File: src/obj_pkg.sv
`default_nettype none

package obj_pkg;

    // one object entry in the list
    localparam int obj_entry_words = 4;

    // word offsets inside an entry
    localparam int obj_wd_x    = 0;
    localparam int obj_wd_y    = 1;
    localparam int obj_wd_code = 2;
    localparam int obj_wd_attr = 3;

    // hard ceiling on entries walked per line
    localparam int obj_max_entries = 256;

    // top byte of the attribute word that closes the list
    localparam logic [7:0] obj_end_code = 8'hff;

    // video line counter width
    localparam int obj_line_w = 9;

    // attribute word, read either as a list marker or as object format
    typedef union packed {
        // marker view
        struct packed {
            logic [7:0] marker;
            logic [7:0] dc;
        } ctl;
        // format view
        struct packed {
            logic [3:0] vsize;   // height in 16-line steps, minus one
            logic [3:0] hsize;   // width in 16-pixel steps, minus one
            logic       rsvd;
            logic       flipy;
            logic       flipx;
            logic [4:0] palette;
        } fmt;
    } obj_attr_u;

endpackage

`default_nettype wire

File: src/obj_line_scan.sv
`timescale 1ns/1ps
`default_nettype none

module obj_line_scan
    import obj_pkg::*;
#(
    parameter int table_aw    = 10,
    parameter int entry_limit = obj_max_entries
) (
    input  wire                   clk,
    input  wire                   rst,
    input  wire                   line_start,
    input  wire  [obj_line_w-1:0] line,

    // frozen table bank
    output logic [table_aw-1:0]   table_addr,
    input  wire  [15:0]           table_data,

    // hit object stream
    output logic                  obj_valid,
    input  wire                   obj_ready,
    output logic [15:0]           obj_x,
    output logic [15:0]           obj_code,
    output logic [15:0]           obj_attr,
    output logic [obj_line_w-1:0] obj_row,
    output logic                  line_done
);

    localparam int sel_w = $clog2(obj_entry_words);
    localparam int idx_w = table_aw - sel_w;
    localparam logic [idx_w-1:0] last_idx = idx_w'(entry_limit - 1);

    // one state per read slot, then evaluate and hold
    localparam logic [2:0] st_idle = 3'd0;
    localparam logic [2:0] st_attr = 3'd1;
    localparam logic [2:0] st_y    = 3'd2;
    localparam logic [2:0] st_x    = 3'd3;
    localparam logic [2:0] st_code = 3'd4;
    localparam logic [2:0] st_eval = 3'd5;
    localparam logic [2:0] st_hold = 3'd6;

    logic [2:0]            st;
    logic [idx_w-1:0]      idx;
    logic [sel_w-1:0]      word_sel;
    logic [obj_line_w-1:0] line_q;
    logic [obj_line_w-1:0] y_q;
    logic [obj_line_w-1:0] row;
    logic [obj_line_w-1:0] span;
    obj_attr_u             attr_in;
    obj_attr_u             attr_q;
    logic                  hit;
    logic                  step;

    // word requested in each slot, attribute first
    always_comb begin
        case (st)
            st_attr: word_sel = sel_w'(obj_wd_attr);
            st_y:    word_sel = sel_w'(obj_wd_y);
            st_x:    word_sel = sel_w'(obj_wd_x);
            st_code: word_sel = sel_w'(obj_wd_code);
            default: word_sel = sel_w'(obj_wd_attr);
        endcase
    end

    assign table_addr = {idx, word_sel};

    // data arriving now belongs to the previous slot
    assign attr_in = table_data;

    // row inside the object, wraps at 512
    assign row  = line_q - y_q;
    assign span = obj_line_w'({1'b0, attr_q.fmt.vsize} + 5'd1) << 4;
    assign hit  = row < span;

    // entry finished: missed, or hit handed over
    assign step = ((st == st_eval) && !hit) || ((st == st_hold) && obj_ready);

    assign obj_attr = attr_q;

    always_ff @(posedge clk or posedge rst) begin
        if (rst) begin
            st        <= st_idle;
            idx       <= '0;
            obj_valid <= 1'b0;
            line_done <= 1'b0;
        end else begin
            line_done <= 1'b0;
            case (st)
                st_idle: begin
                    // new walk only from idle
                    if (line_start) begin
                        idx <= '0;
                        st  <= st_attr;
                    end
                end
                st_attr: begin
                    st <= st_y;
                end
                st_y: begin
                    // end marker closes the list
                    if (attr_in.ctl.marker == obj_end_code) begin
                        line_done <= 1'b1;
                        st        <= st_idle;
                    end else begin
                        st <= st_x;
                    end
                end
                st_x: begin
                    st <= st_code;
                end
                st_code: begin
                    st <= st_eval;
                end
                st_eval: begin
                    if (hit) begin
                        obj_valid <= 1'b1;
                        st        <= st_hold;
                    end
                end
                st_hold: begin
                    if (obj_ready) begin
                        obj_valid <= 1'b0;
                    end
                end
                default: begin
                    st <= st_idle;
                end
            endcase
            // next entry or stop at the limit
            if (step) begin
                if (idx == last_idx) begin
                    line_done <= 1'b1;
                    st        <= st_idle;
                end else begin
                    idx <= idx + 1'b1;
                    st  <= st_attr;
                end
            end
        end
    end

    // entry fields, loaded only while the stream is idle
    always_ff @(posedge clk) begin
        if ((st == st_idle) && line_start) begin
            line_q <= line;
        end
        if (st == st_y) begin
            attr_q <= attr_in;
        end
        if (st == st_x) begin
            y_q <= table_data[obj_line_w-1:0];
        end
        if (st == st_code) begin
            obj_x <= table_data;
        end
        if (st == st_eval) begin
            obj_code <= table_data;
            obj_row  <= row;
        end
    end

    // presented object stays put under back-pressure
    a_stream_hold: assert property (@(posedge clk) disable iff (rst)
        (obj_valid && !obj_ready) |=> obj_valid && $stable(obj_x) && $stable(obj_code)
            && $stable(obj_attr) && $stable(obj_row));

    // end of line only after the last hit has gone
    a_done_alone: assert property (@(posedge clk) disable iff (rst)
        line_done |-> !obj_valid);

endmodule

`default_nettype wire

File: config.mk
export PLATFORM = sky130hd
export DESIGN_NAME = obj_line_scan
export DESIGN_NICKNAME = d
export VERILOG_FILES = /design/src/obj_pkg.sv /design/src/obj_line_scan.sv
export SDC_FILE = /design/constraint.sdc
export NUM_CORES = 1
export LEC_CHECK = 0
export BUFFER_PORTS_ARGS = -buffer_cell sky130_fd_sc_hd__buf_2
export CAP_MARGIN = 20
export CORE_ASPECT_RATIO = 1.1
export CORE_MARGIN = 1
export CORE_UTILIZATION = 45
export CTS_CLUSTER_SIZE = 24
export DETAILED_ROUTE_END_ITERATION = 10
export GPL_TIMING_DRIVEN = 0
export PLACE_DENSITY = 0.81
export SLEW_MARGIN = 20
export SYNTH_ARGS = -nofsm -noshare
export SYNTH_HDL_FRONTEND = slang
export SYNTH_SLANG_ARGS = --single-unit
export TNS_END_PERCENT = 50
File: constraint.sdc
create_clock -name clk -period 4.05 [get_ports clk]
set_input_delay 0.6075 -clock clk [delete_from_list [all_inputs] [get_ports clk]]
set_output_delay 0.6075 -clock clk [all_outputs]
set_load 0.02 [all_outputs]
# [Word-level counts from Yosys, hierarchy flattened]
# Cells that the tools add are included.
[word_totals] ff_bits=88 latchBits=0 mem_bits_rw=0 rom_bits=0 inputBits=29 output_inout_bits=69 wordCells=54 memories=0
[op_classes] add_sub_neg=3 multipliers=0 div=0 magnitude_cmp=1 n_eq_ne=13 n_shift=0 mux=18 bitwise=0 n_reduce_logical=9
[ops] cell="two-way mux 8 bit" count=4
[ops] cell="case mux 3 bit (7 select lines)" count=1
[ops] cell="equality test 8 bit (second input constant)" count=2
[ops] cell="equality test 3 bit (second input constant)" count=3
[ops] cell="< comparator 9 bit" count=1
[ops] cell="two-way mux 3 bit" count=3
[ops] cell="subtractor 9 bit" count=1
[ops] cell="adder 8 x 1 -> 8 bit (second input constant)" count=1
[ops] cell="two-way mux 1 bit" count=7
[ops] cell="equality test 3 x 2 -> 1 bit (second input constant)" count=2
[ops] cell="inequality test 2 bit (second input constant)" count=3
[ops] cell="inequality test 3 bit (second input constant)" count=2
[ops] cell="case mux 2 bit (3 select lines)" count=1
[ops] cell="AND reduction 3 bit" count=2
[ops] cell="adder 4 x 1 -> 5 bit (second input constant)" count=1
[ops] cell="equality test 3 x 1 -> 1 bit (second input constant)" count=1
[ops] cell="logical AND 1 bit" count=3
[ops] cell="zero test 3 bit" count=1
[ops] cell="two-way mux 2 bit" count=1
[ops] cell="case mux 1 bit (2 select lines)" count=1
[ops] cell="nonzero test 2 bit" count=1
[ops] cell="zero test 1 bit" count=1
[ops] cell="logical OR 1 bit" count=1

# [Depth between registers and ports, before layout]
# Gate-level depths: netlist (run 1).
[logic_depth] word_depth=7 depth_mapped=16 mapped_depth_nobuf=16

# [Worst setup path before layout (run 1)]
# OpenSTA, ideal clock, no wires.
[synth_path] path_type="flip-flop to flip-flop" start="register y_q[0]" end="register idx[3]" setup_time_ns=0.126 arrival_time_ns=3.148 t_required_ns=3.924 path_slack_ns=0.776 path_stages_with_launch=16 n_path_buf=0 synth_period_minus_slack_ns=3.274 path_cell_list="edfxtp_1 > ha_1 > fa_1 > nand2b_4 > a21oi_4 > a21o_1 > nand2_1 > a21oi_1 > xnor2_1 > ha_1 > nand2_1 > o21ai_0 > a21boi_2 > a21bo_4 > a21oi_4 > a221o_1"
[synth_between] elab_chain_cells=6
[synth_rtl] item="start: declaration" line="obj_line_scan.sv:46" rtl="logic [obj_line_w-1:0] y_q;"
[synth_rtl] item="start signal: assignment" line="obj_line_scan.sv:151" rtl="y_q <= table_data[obj_line_w-1:0];"
[synth_rtl] item="subtractor 9 bit" line="obj_line_scan.sv:71" rtl="assign row = line_q - y_q;"
[synth_rtl] item="named net row[8]" line="obj_line_scan.sv:47" rtl="logic [obj_line_w-1:0] row;"
[synth_rtl] item="< comparator 9 bit" line="obj_line_scan.sv:73" rtl="assign hit = row < span;"
[synth_rtl] item="zero test 1 bit" line="obj_line_scan.sv:76" rtl="assign step = ((st == st_eval) && !hit) || ((st == st_hold) && obj_ready);"
[synth_rtl] item="logical AND 1 bit" line="obj_line_scan.sv:76"
[synth_rtl] item="logical OR 1 bit" line="obj_line_scan.sv:76"
[synth_rtl] item="two-way mux 8 bit" line="obj_line_scan.sv:130" rtl="if (step) begin"
[synth_rtl] item="end signal: assignment" line="obj_line_scan.sv:135" rtl="idx <= idx + 1'b1;"
[synth_rtl] item="end: declaration" line="obj_line_scan.sv:43" rtl="logic [idx_w-1:0] idx;"
# The timed path passes the listed nets, and every way through them passes these cells.
# A chain may end at the register's enable or synchronous reset.

# [Final worst setup path (run 1)]
[layout_path] start="register y_q[0]" end="register idx[5]"
# The elaborated chain is that of the path after synthesis.

==> results.cfg, run 1 <==
[synth]
yosysMostFrequentCell = edfxtp_1
synth_area_leaders = edfxtp_1, dfrtp_1, ha_1
async_reset_ff_share_pct = 14.77
ys_top_cells_by_count = edfxtp_1, inv_1, ha_1
synth_cells = 221
yosys_register_bits = 88
synth_area_sq_um = 3532
ys_warn_count = 0
synth_fp_nets = 265
synth_area_per_cell_sq_um = 15.98
ys_seq_area_share_pct = 72.97
synth_edf_count = 75
ys_types = 38
yosysTopAreaCell = edfxtp_1
dominantRegCellSynth = edfxtp_1
synth_top_area_share_pct = 63.76

[clock_tree]
clk_pin_slew_ps = 90
cts_root_buffer = clkbuf_8
hold_buffers = 0
cts_sinks = 88
cts_tree = built
cts-htree-levels = 3
worstSkewPairLatency_ps = 350
clockBufferDepth = 2
ctsResizeCount = 0
cts_setup_buffers = 0
numCtsBuffers = 9

[layout]
n_antenna_cell = 0
syn2layout_area_growth_pct = 24.76
drive_gt1_share_pct = 39.82
nets = 378
postLayoutCoreUtil_pct = 58.64
n_fill_cell = 627
fin_cells = 444
final_cell_area_sq_um = 4407

[global_routing]
antenna_found_initial = 0
grt_pass1_vias = 2076
gr-usage-all-layers_pct = 17.56
use_met1_pct = 22.08
use_met2_pct = 28.70
grt_max_degree = 17
met3_usage_pct = 5.682
grt_pass1_wl_um = 10520
busiest_layer = met2
grt.overflow.total = 0

[power_and_ir_drop]
switchingPower_uw = 1084
swShare_pct = 37.09
powerDensity_nw_per_um2 = 663.1
p_leak_uw = 0.001844
p_int_uw = 1838
pwr-share-comb_pct = 35.7
pwr-share-seq_pct = 46.1
ir_worst_vdd_mv = 0.4189
clkPwrFrac_pct = 18.2

[sta]
worstMarginPinSlew_ps = 914.9
clock-skew-final_ps = 8.707
finalSetupViolations = 0
slew_viol_final = 0
setup_ws_ps = 395.9
rsz0062_at_grt = no
hold_viol_final = 0
fin_crit_ps = 3654
period_share_pct = 90.23
fin_tns_setup_ps = 0
relSlewSlack_pct = 38.78
fmax_mhz = 273.7

[worst_hold_path]
hp-class = primary input to async pin

[floorplanning]
initial_core_util_pct = 47.00
die_w_um = 86.47
ios = 98
rows = 33
dieArea_sq_um = 8208
die_h_um = 94.92
core_sq_um = 7515

[drt]
wl_um = 6902
vias_per_cell = 4.959
drt_iter0_markers = 119
drt-pass1-iter-count = 4
drc = 0
detail-route-antenna-nets = 0
vias = 2202
wire_per_inst_um = 15.55

[worst_setup_path]
crit_type = flop to flop
cp.required_ps = 4280
arrival_ps = 3890
cp_max_fo = 7
critPathCaptureType = flop
setup.worst_path.start_class = flop

[placed_design]
place_area_sq_um = 4237
place_hpwl_um = 5147
gp_congestion = 0.8146
dp_cells = 428
place_ws_ps = 392.8
io_buffers = 97

[run_status]
status = complete, no violations

[run]
max_cap_viol_count = 0
[power by group through the flow]
stage	combinational (uW)	sequential (uW)	clock, uW
6_report	1040	1350	532
5_1_grt	1140	1360	583
4_1_cts	1060	1350	543
3_5_place_dp	1060	1370	0
3_3_place_gp	956	1360	0
2_1_floorplan	506	1530	0
[placed cells by master (no fill, tap or decap), types with 3 or more instances in the layout]
master,count
edfxtp_1,75
nor2b_1,4
nor3_1,6
nand2_1,7
inv_1,15
buf_2,98
o21ai_0,6
dfrtp_1,13
xnor2_1,6
ha_1,14
a221o_1,3
and3_1,3
nand3_1,9
a21oi_1,7
xor2_1,5
nor2_1,10
nor3b_1,3
clkbuf_8,9
[area by class of cell]
type / instances / area [sq um] / share of cell area, %
sequential: 88 / 2577 / 58.49
multi-input combinational: 117 / 915.9 / 20.78
timing repair buffer: 102 / 551.8 / 12.52
tap: 105 / 131.4 / 2.981
clock buffer: 9 / 123.9 / 2.811
inverter: 16 / 60.06 / 1.363
clock inverter: 7 / 46.29 / 1.051
[worst paths after layout]
path | start | endpoint | slack [ps] | depth (start not counted)
hold / removal | rst | idx[2]$_DFF_PP0_ | 270 | 2
min in group clk | line[8] | line_q[8]$_DFFE_PP_ | 430 | 1
hold reg to reg | obj_valid$_DFFE_PP0P_ | obj_valid$_DFFE_PP0P_ | 520 | 1
setup / recovery | y_q[0]$_DFFE_PN_ | idx[5]$_DFF_PP0_ | 400 | 15
setup reg to reg | y_q[0]$_DFFE_PN_ | idx[5]$_DFF_PP0_ | 400 | 15
max in group asynchronous | rst | obj_valid$_DFFE_PP0P_ | 3430 | 2
[worst max-delay path, stage by stage (launching register included)]
cell      delay [ps]
edfxtp_1         380
ha_1             220
fa_1             420
nand2b_4         170
a21oi_4          160
a21o_1           140
nand2_1           60
a21oi_1          180
xnor2_1          200
ha_1             300
nand2_1          160
o21ai_0          160
a21boi_2         200
a21bo_4          280
and2_4           170
a221o_1          320
[routing by layer]
metal | up-vias | wire length [um] | part of all wire, %
li1 | 1053 | - | -
met1 | 1076 | 2884 | 42
met2 | 66 | 3578 | 52
met3 | 7 | 362 | 5.2
met4 | 0 | 77 | 1.1
met5 | - | 0 | 0
[flip-flops by register name, indices dropped and copies added (netlist names)]
signal / count
obj_attr: 16
obj_x: 16
st: 3
line_q: 9
obj_valid: 1
obj_code: 16
y_q: 9
obj_row: 9
idx: 8
line_done: 1
[cells by family after synthesis]
family | share of synthesized area (%)
xor gates and xnor gates | 2.728
AOI/OAI and AO/OA | 6.766
DFF | 72.97
muxes | 0.6022
and+or+nand+nor | 9.706
buffers and inverters | 1.700
adders and majority gates | 5.526
[per-stage QoR]
stage	total power, uW	hold slack [ps]
floorplan	2038	484.5
global placement	2318	490.3
detailed placement	2426	502.7
CTS	2951	282.5
global route	3082	305.1
finish	2922	271.1
(Power assumes the default switching activity.)
==> inputs of run 2 (changes only) <==
Settings changed: CORE_MARGIN 1 to 1.5, GPL_TIMING_DRIVEN 0 to unset.
==> run 2 against run 1 <==
  * First-iteration DRC count is 19% lower
  * Die area is 2.2% higher
  * Maximum frequency is 4.7% higher
  * Critical endpoint is now idx[3]$_DFF_PP0_
  * Clock power is 13% higher
  * Highest routed layer unchanged
  * Non-clock buffer count is 1 lower
  * Critical path type unchanged
  * Via count is 0.77% higher
==> results.cfg, run 2 (synthesized netlist as in run 1, its figures left out) <==
[drt]
wire_per_inst_um = 15.84
vias_per_cell = 5.009
wl_um = 7018
drt-pass1-iter-count = 4
drc = 0
detail-route-antenna-nets = 0
vias = 2219
drt_iter0_markers = 96

[worst_hold_path]
hp-class = primary input to async pin

[layout]
multiInputGateArea_sq_um = 910.9
fin_cells = 443
final_common_cell = buf_2
nets = 377
n_fill_cell = 621
final-seq-area_sq_um = 2577
syn2layout_area_growth_pct = 24.30
n_antenna_cell = 0
drive_gt1_share_pct = 39.64
postLayoutCoreUtil_pct = 58.42
layout_common_cells = buf_2, edfxtp_1, inv_1

[sta]
fmax_mhz = 286.5
fin_crit_ps = 3490
slew_viol_final = 0
hold_viol_final = 0
relSlewSlack_pct = 34.43
worstMarginPinSlew_ps = 982.4
setup_ws_ps = 560.1
clock-skew-final_ps = 8.865
fin_tns_setup_ps = 0
period_share_pct = 86.17
finalSetupViolations = 0
rsz0062_at_grt = no

[power_and_ir_drop]
p_int_uw = 1880
pwr-share-comb_pct = 33.9
p_leak_uw = 0.001839
powerDensity_nw_per_um2 = 672.3
switchingPower_uw = 1071
clkPwrFrac_pct = 20.3
pwr-share-seq_pct = 45.7
ir_worst_vdd_mv = 0.3523
swShare_pct = 36.30

[global_routing]
met3_usage_pct = 5.918
grt_max_degree = 27
grt.overflow.total = 0
grt_pass1_vias = 2100
use_met2_pct = 28.59
use_met1_pct = 21.91
antenna_found_initial = 0
grt_pass1_wl_um = 10700
busiest_layer = met2
gr-usage-all-layers_pct = 17.69

[worst_setup_path]
crit_chain = ha_1, fa_1, nand2b_4, a21oi_4, a21o_1, nand2_1, a21oi_1, xnor2_1, ha_1, nand2_1, o21ai_0, a21boi_2, a21boi_2, nor3_1, a221o_1
critical_path.endpoint = idx[3]$_DFF_PP0_
max_stage_delay_ps = 420
critPathCaptureType = flop
path_buf_inv = 0
path_delay_family = compound AO/OA/AOI/OAI gates
cp_max_fo = 7
setup.worst_path.start_class = flop
cpMaxStageDelayCell = fa_1
crit_type = flop to flop
ff2ff_path_depth = 15
arrival_ps = 3730
r2r_slack_ps = 560
cp.required_ps = 4290
r2r-end = idx[3]$_DFF_PP0_
crit_cells = 15
rr_startpoint = y_q[0]$_DFFE_PN_
cp-startpoint = y_q[0]$_DFFE_PN_

[floorplanning]
ios = 98
rows = 33
die_h_um = 95.92
core_sq_um = 7515
dieArea_sq_um = 8390
initial_core_util_pct = 47.00
die_w_um = 87.47

[clock_tree]
clockBufferDepth = 2
numCtsBuffers = 9
clk_pin_slew_ps = 90
worstSkewPairLatency_ps = 350
cts-htree-levels = 3
cts_setup_buffers = 0
hold_buffers = 0
cts_root_buffer = clkbuf_8
ctsResizeCount = 0
cts_tree = built
cts_sinks = 88

[placed_design]
place_hpwl_um = 4947
dp_cells = 427
io_buffers = 97
gp_congestion = 0.8280
place_ws_ps = 576.8

[run]
max_cap_viol_count = 0

[run_status]
status = complete, no violations
run 2: changes by cell type in the layout (fill, tap and decap cells not counted), sizes merged:
cell / change
clkinv: -3
buf: -1
bufinv: +1
clkbuf: +1
inv: +1
run 2: worst register-to-register path, delay by kind of cell, from the launching register on:
family / cells / cell delay [ps]
compound gates: 7 / 1450
fa+ha+maj: 3 / 910
simple gates: 4 / 490
flops: 1 / 370
xor+xnor: 1 / 160
run 2: how the worst min path moves through the flow:
| stage | to | slack (ps) | from | cells after the start |
|---|---|---|---|---|
| 3_3_place_gp | obj_valid$_DFFE_PP0P_ | 490 | obj_valid$_DFFE_PP0P_ | 1 |
| 3_5_place_dp | obj_valid$_DFFE_PP0P_ | 510 | obj_valid$_DFFE_PP0P_ | 1 |
| 2_1_floorplan | idx[0]$_DFF_PP0_ | 480 | rst | 1 |
| 5_1_grt | idx[4]$_DFF_PP0_ | 290 | rst | 2 |
| 6_report | idx[4]$_DFF_PP0_ | 260 | rst | 2 |
| 4_1_cts | idx[4]$_DFF_PP0_ | 270 | rst | 2 |
run 2: power groups by stage:
stage / Clock [uW] / Sequential, uW / Combinational, uW
finish: 600 / 1350 / 1000
floorplan: 0 / 1530 / 506
CTS: 612 / 1350 / 1020
global route: 649 / 1370 / 1100
global placement: 0 / 1360 / 988
detailed placement: 0 / 1370 / 1010
run 2: layout make-up:
type / count / area share (%)
flip-flops and latches: 88 / 58.71
multi-input cells: 117 / 20.75
repair buffers: 101 / 11.74
well taps: 105 / 2.992
clock buffers: 10 / 2.907
clock inverters: 6 / 1.539
inverters: 16 / 1.368
run 2: per-stage QoR:
stage	hold slack, ps	total power [uW]	instance area, sq um
final	260.8	2952	4390
after global routing	293.7	3122	4390
after CTS	269.0	2982	4390
after detailed placement	505.1	2379	4195
after global placement	489.8	2348	4195
after floorplan	484.5	2038	3532
run 2: layer usage:
layer  wire length (um)  share of wire, %
met1               3002                43
met2               3575                51
met3                350               5.0
met4                 90               1.3
met5                  0                 0
==> inputs of run 3 (changes only) <==
Clock period 4.05 ns to 3.44 ns, I/O delays scaled along.
==> run 3 against run 2 <==
  * First-iteration DRC count shrank 2.1%
  * Global-route usage shrank 0.70 points
  * Hold slack lost 96 ps
  * Sequential cell count is the same
  * Combinational power grew 23%
  * Clock-buffer cell count is the same
  * Die area is the same
  * Clock skew grew 0.63 ps
  * Critical path depth is the same
  * Maximum frequency grew 7.1%
  * Highest routed layer unchanged
  * Largest power group unchanged
  * Sequential share of layout area shrank 0.55 points
  * Via count shrank 0.99%
==> results.cfg, run 3 (synthesized netlist as in run 1, its figures left out) <==
[run_status]
status = complete, no violations

[clock_tree]
cts_tree = built
cts_sinks = 88
clockBufferDepth = 2
worstSkewPairLatency_ps = 350
numCtsBuffers = 9
cts_root_buffer = clkbuf_8
clk_pin_slew_ps = 90
cts-htree-levels = 3

[worst_setup_path]
cpMaxStageDelayCell = edfxtp_1
crit_chain = ha_2, fa_2, nand2b_4, a21oi_4, a21o_1, nand2_1, a21oi_2, xnor2_2, ha_1, a21oi_1, o21ai_1, a21boi_2, a21bo_4, and2_4, a221o_1
arrival_ps = 3500
path_buf_inv = 0
cp.required_ps = 3680
critPathCaptureType = flop
max_stage_delay_ps = 380
crit_type = flop to flop
cp_max_fo = 7
path_delay_family = compound AO/OA/AOI/OAI gates
setup.worst_path.start_class = flop

[floorplanning]
die_w_um = 87.47
core_sq_um = 7515
rows = 33
dieArea_sq_um = 8390
ios = 98
die_h_um = 95.92
initial_core_util_pct = 47.00

[placed_design]
io_buffers = 97
gp_congestion = 0.7982
place_ws_ps = 30.25
place_hpwl_um = 4818

[power_and_ir_drop]
p_int_uw = 2248
switchingPower_uw = 1272
ir_worst_vdd_mv = 0.5468
p_total_uw = 3520
pwr-share-seq_pct = 45.0
swShare_pct = 36.13
p_leak_uw = 0.001853
powerDensity_nw_per_um2 = 794.2
clkPwrFrac_pct = 20.0
pwr-share-comb_pct = 35.0

[drt]
vias_per_cell = 4.937
drt_iter0_markers = 94
wl_um = 6834
detail-route-antenna-nets = 0
drc = 0
vias = 2197
wire_per_inst_um = 15.36
drt-pass1-iter-count = 5

[global_routing]
grt_max_degree = 27
grt.overflow.total = 0
grt_pass1_vias = 2169
gr-usage-all-layers_pct = 16.99
antenna_found_initial = 0
grt_pass1_wl_um = 10450

[sta]
slew_viol_final = 0
clock-skew-final_ps = 9.493
fin_crit_ps = 3258
worstMarginPinSlew_ps = 958.7
finalSetupViolations = 0
fmax_mhz = 307.0
hold_viol_final = 0
relSlewSlack_pct = 36.02
setup_ws_ps = 182.2
period_share_pct = 94.70

[worst_hold_path]
hp-class = primary input to async pin

[layout]
final_common_cell = buf_2
syn2layout_area_growth_pct = 25.47
n_antenna_cell = 0
drive_gt1_share_pct = 41.76
nets = 379
layout_common_cells = buf_2, edfxtp_1, inv_1

[run]
max_cap_viol_count = 0
-- run 3: changes by cell type in the layout (fill, tap and decap cells not counted), sizes merged --
cell / delta
inv: -1
buf: +2
clkinv: +1
-- run 3: worst paths after layout --
check,endpoint,from,slack [ps],cells past startpoint
setup / recovery,idx[3]$_DFF_PP0_,y_q[0]$_DFFE_PN_,180,15
hold / removal,idx[2]$_DFF_PP0_,rst,160,2
setup reg to reg,idx[3]$_DFF_PP0_,y_q[0]$_DFFE_PN_,180,15
hold reg to reg,obj_valid$_DFFE_PP0P_,obj_valid$_DFFE_PP0P_,510,1
max in group asynchronous,st[0]$_DFFE_PP0P_,rst,2940,2
min in group clk,line_q[1]$_DFFE_PP_,line[1],330,1
-- run 3: layer usage --
layer  vias up  global-route usage [%]  share of wire, %
met5         -                       0                 0
met4         0                   8.730               1.5
met3        10                   4.460               5.3
met2        67                   26.86                51
met1      1061                   21.60                42
li1       1059                       -                 -
-- run 3: repair_timing --
| item | in CTS | in global routing |
|---|---|---|
| buffers inserted | 0 | 1 |
| gates resized for setup | 0 | 9 |
| hold buffers | 0 | 0 |
| endpoints found under the setup margin | 0 | 10 |
| endpoints found under the hold margin | 0 | 0 |
-- run 3: metrics by stage --
| step | cells | setup TNS [ps] | hold slack [ps] | util, % | cell area, sq um |
|---|---|---|---|---|---|
| after global placement | 428 | 0 | 490.1 | 55.93 | 4203 |
| after floorplan | 221 | 0 | 393.0 | - | 3532 |
| after CTS | 444 | 0 | 172.3 | 58.52 | 4398 |
| final | 445 | 0 | 164.5 | 58.97 | 4432 |
| after global routing | 445 | -5.038 | 189.2 | 58.97 | 4432 |
| after detailed placement | 428 | 0 | 492.3 | 55.93 | 4203 |
-- run 3: final cells by class --
cell class	instances	area, sq um
clock inverters	6	67.56
clock buffers	10	127.6
multi-input cells	117	937.1
inverters	16	60.06
repair buffers	103	530.5
fillers	620	3083
well taps	105	131.4
flip-flops and latches	88	2577
-- run 3: power by group through the flow --
stage | combinational (uW) | sequential [uW] | clock [uW]
floorplan | 596 | 1800 | 0
global placement | 1170 | 1600 | 0
detailed placement | 1190 | 1610 | 0
CTS | 1200 | 1590 | 718
global route | 1350 | 1610 | 760
finish | 1230 | 1580 | 705
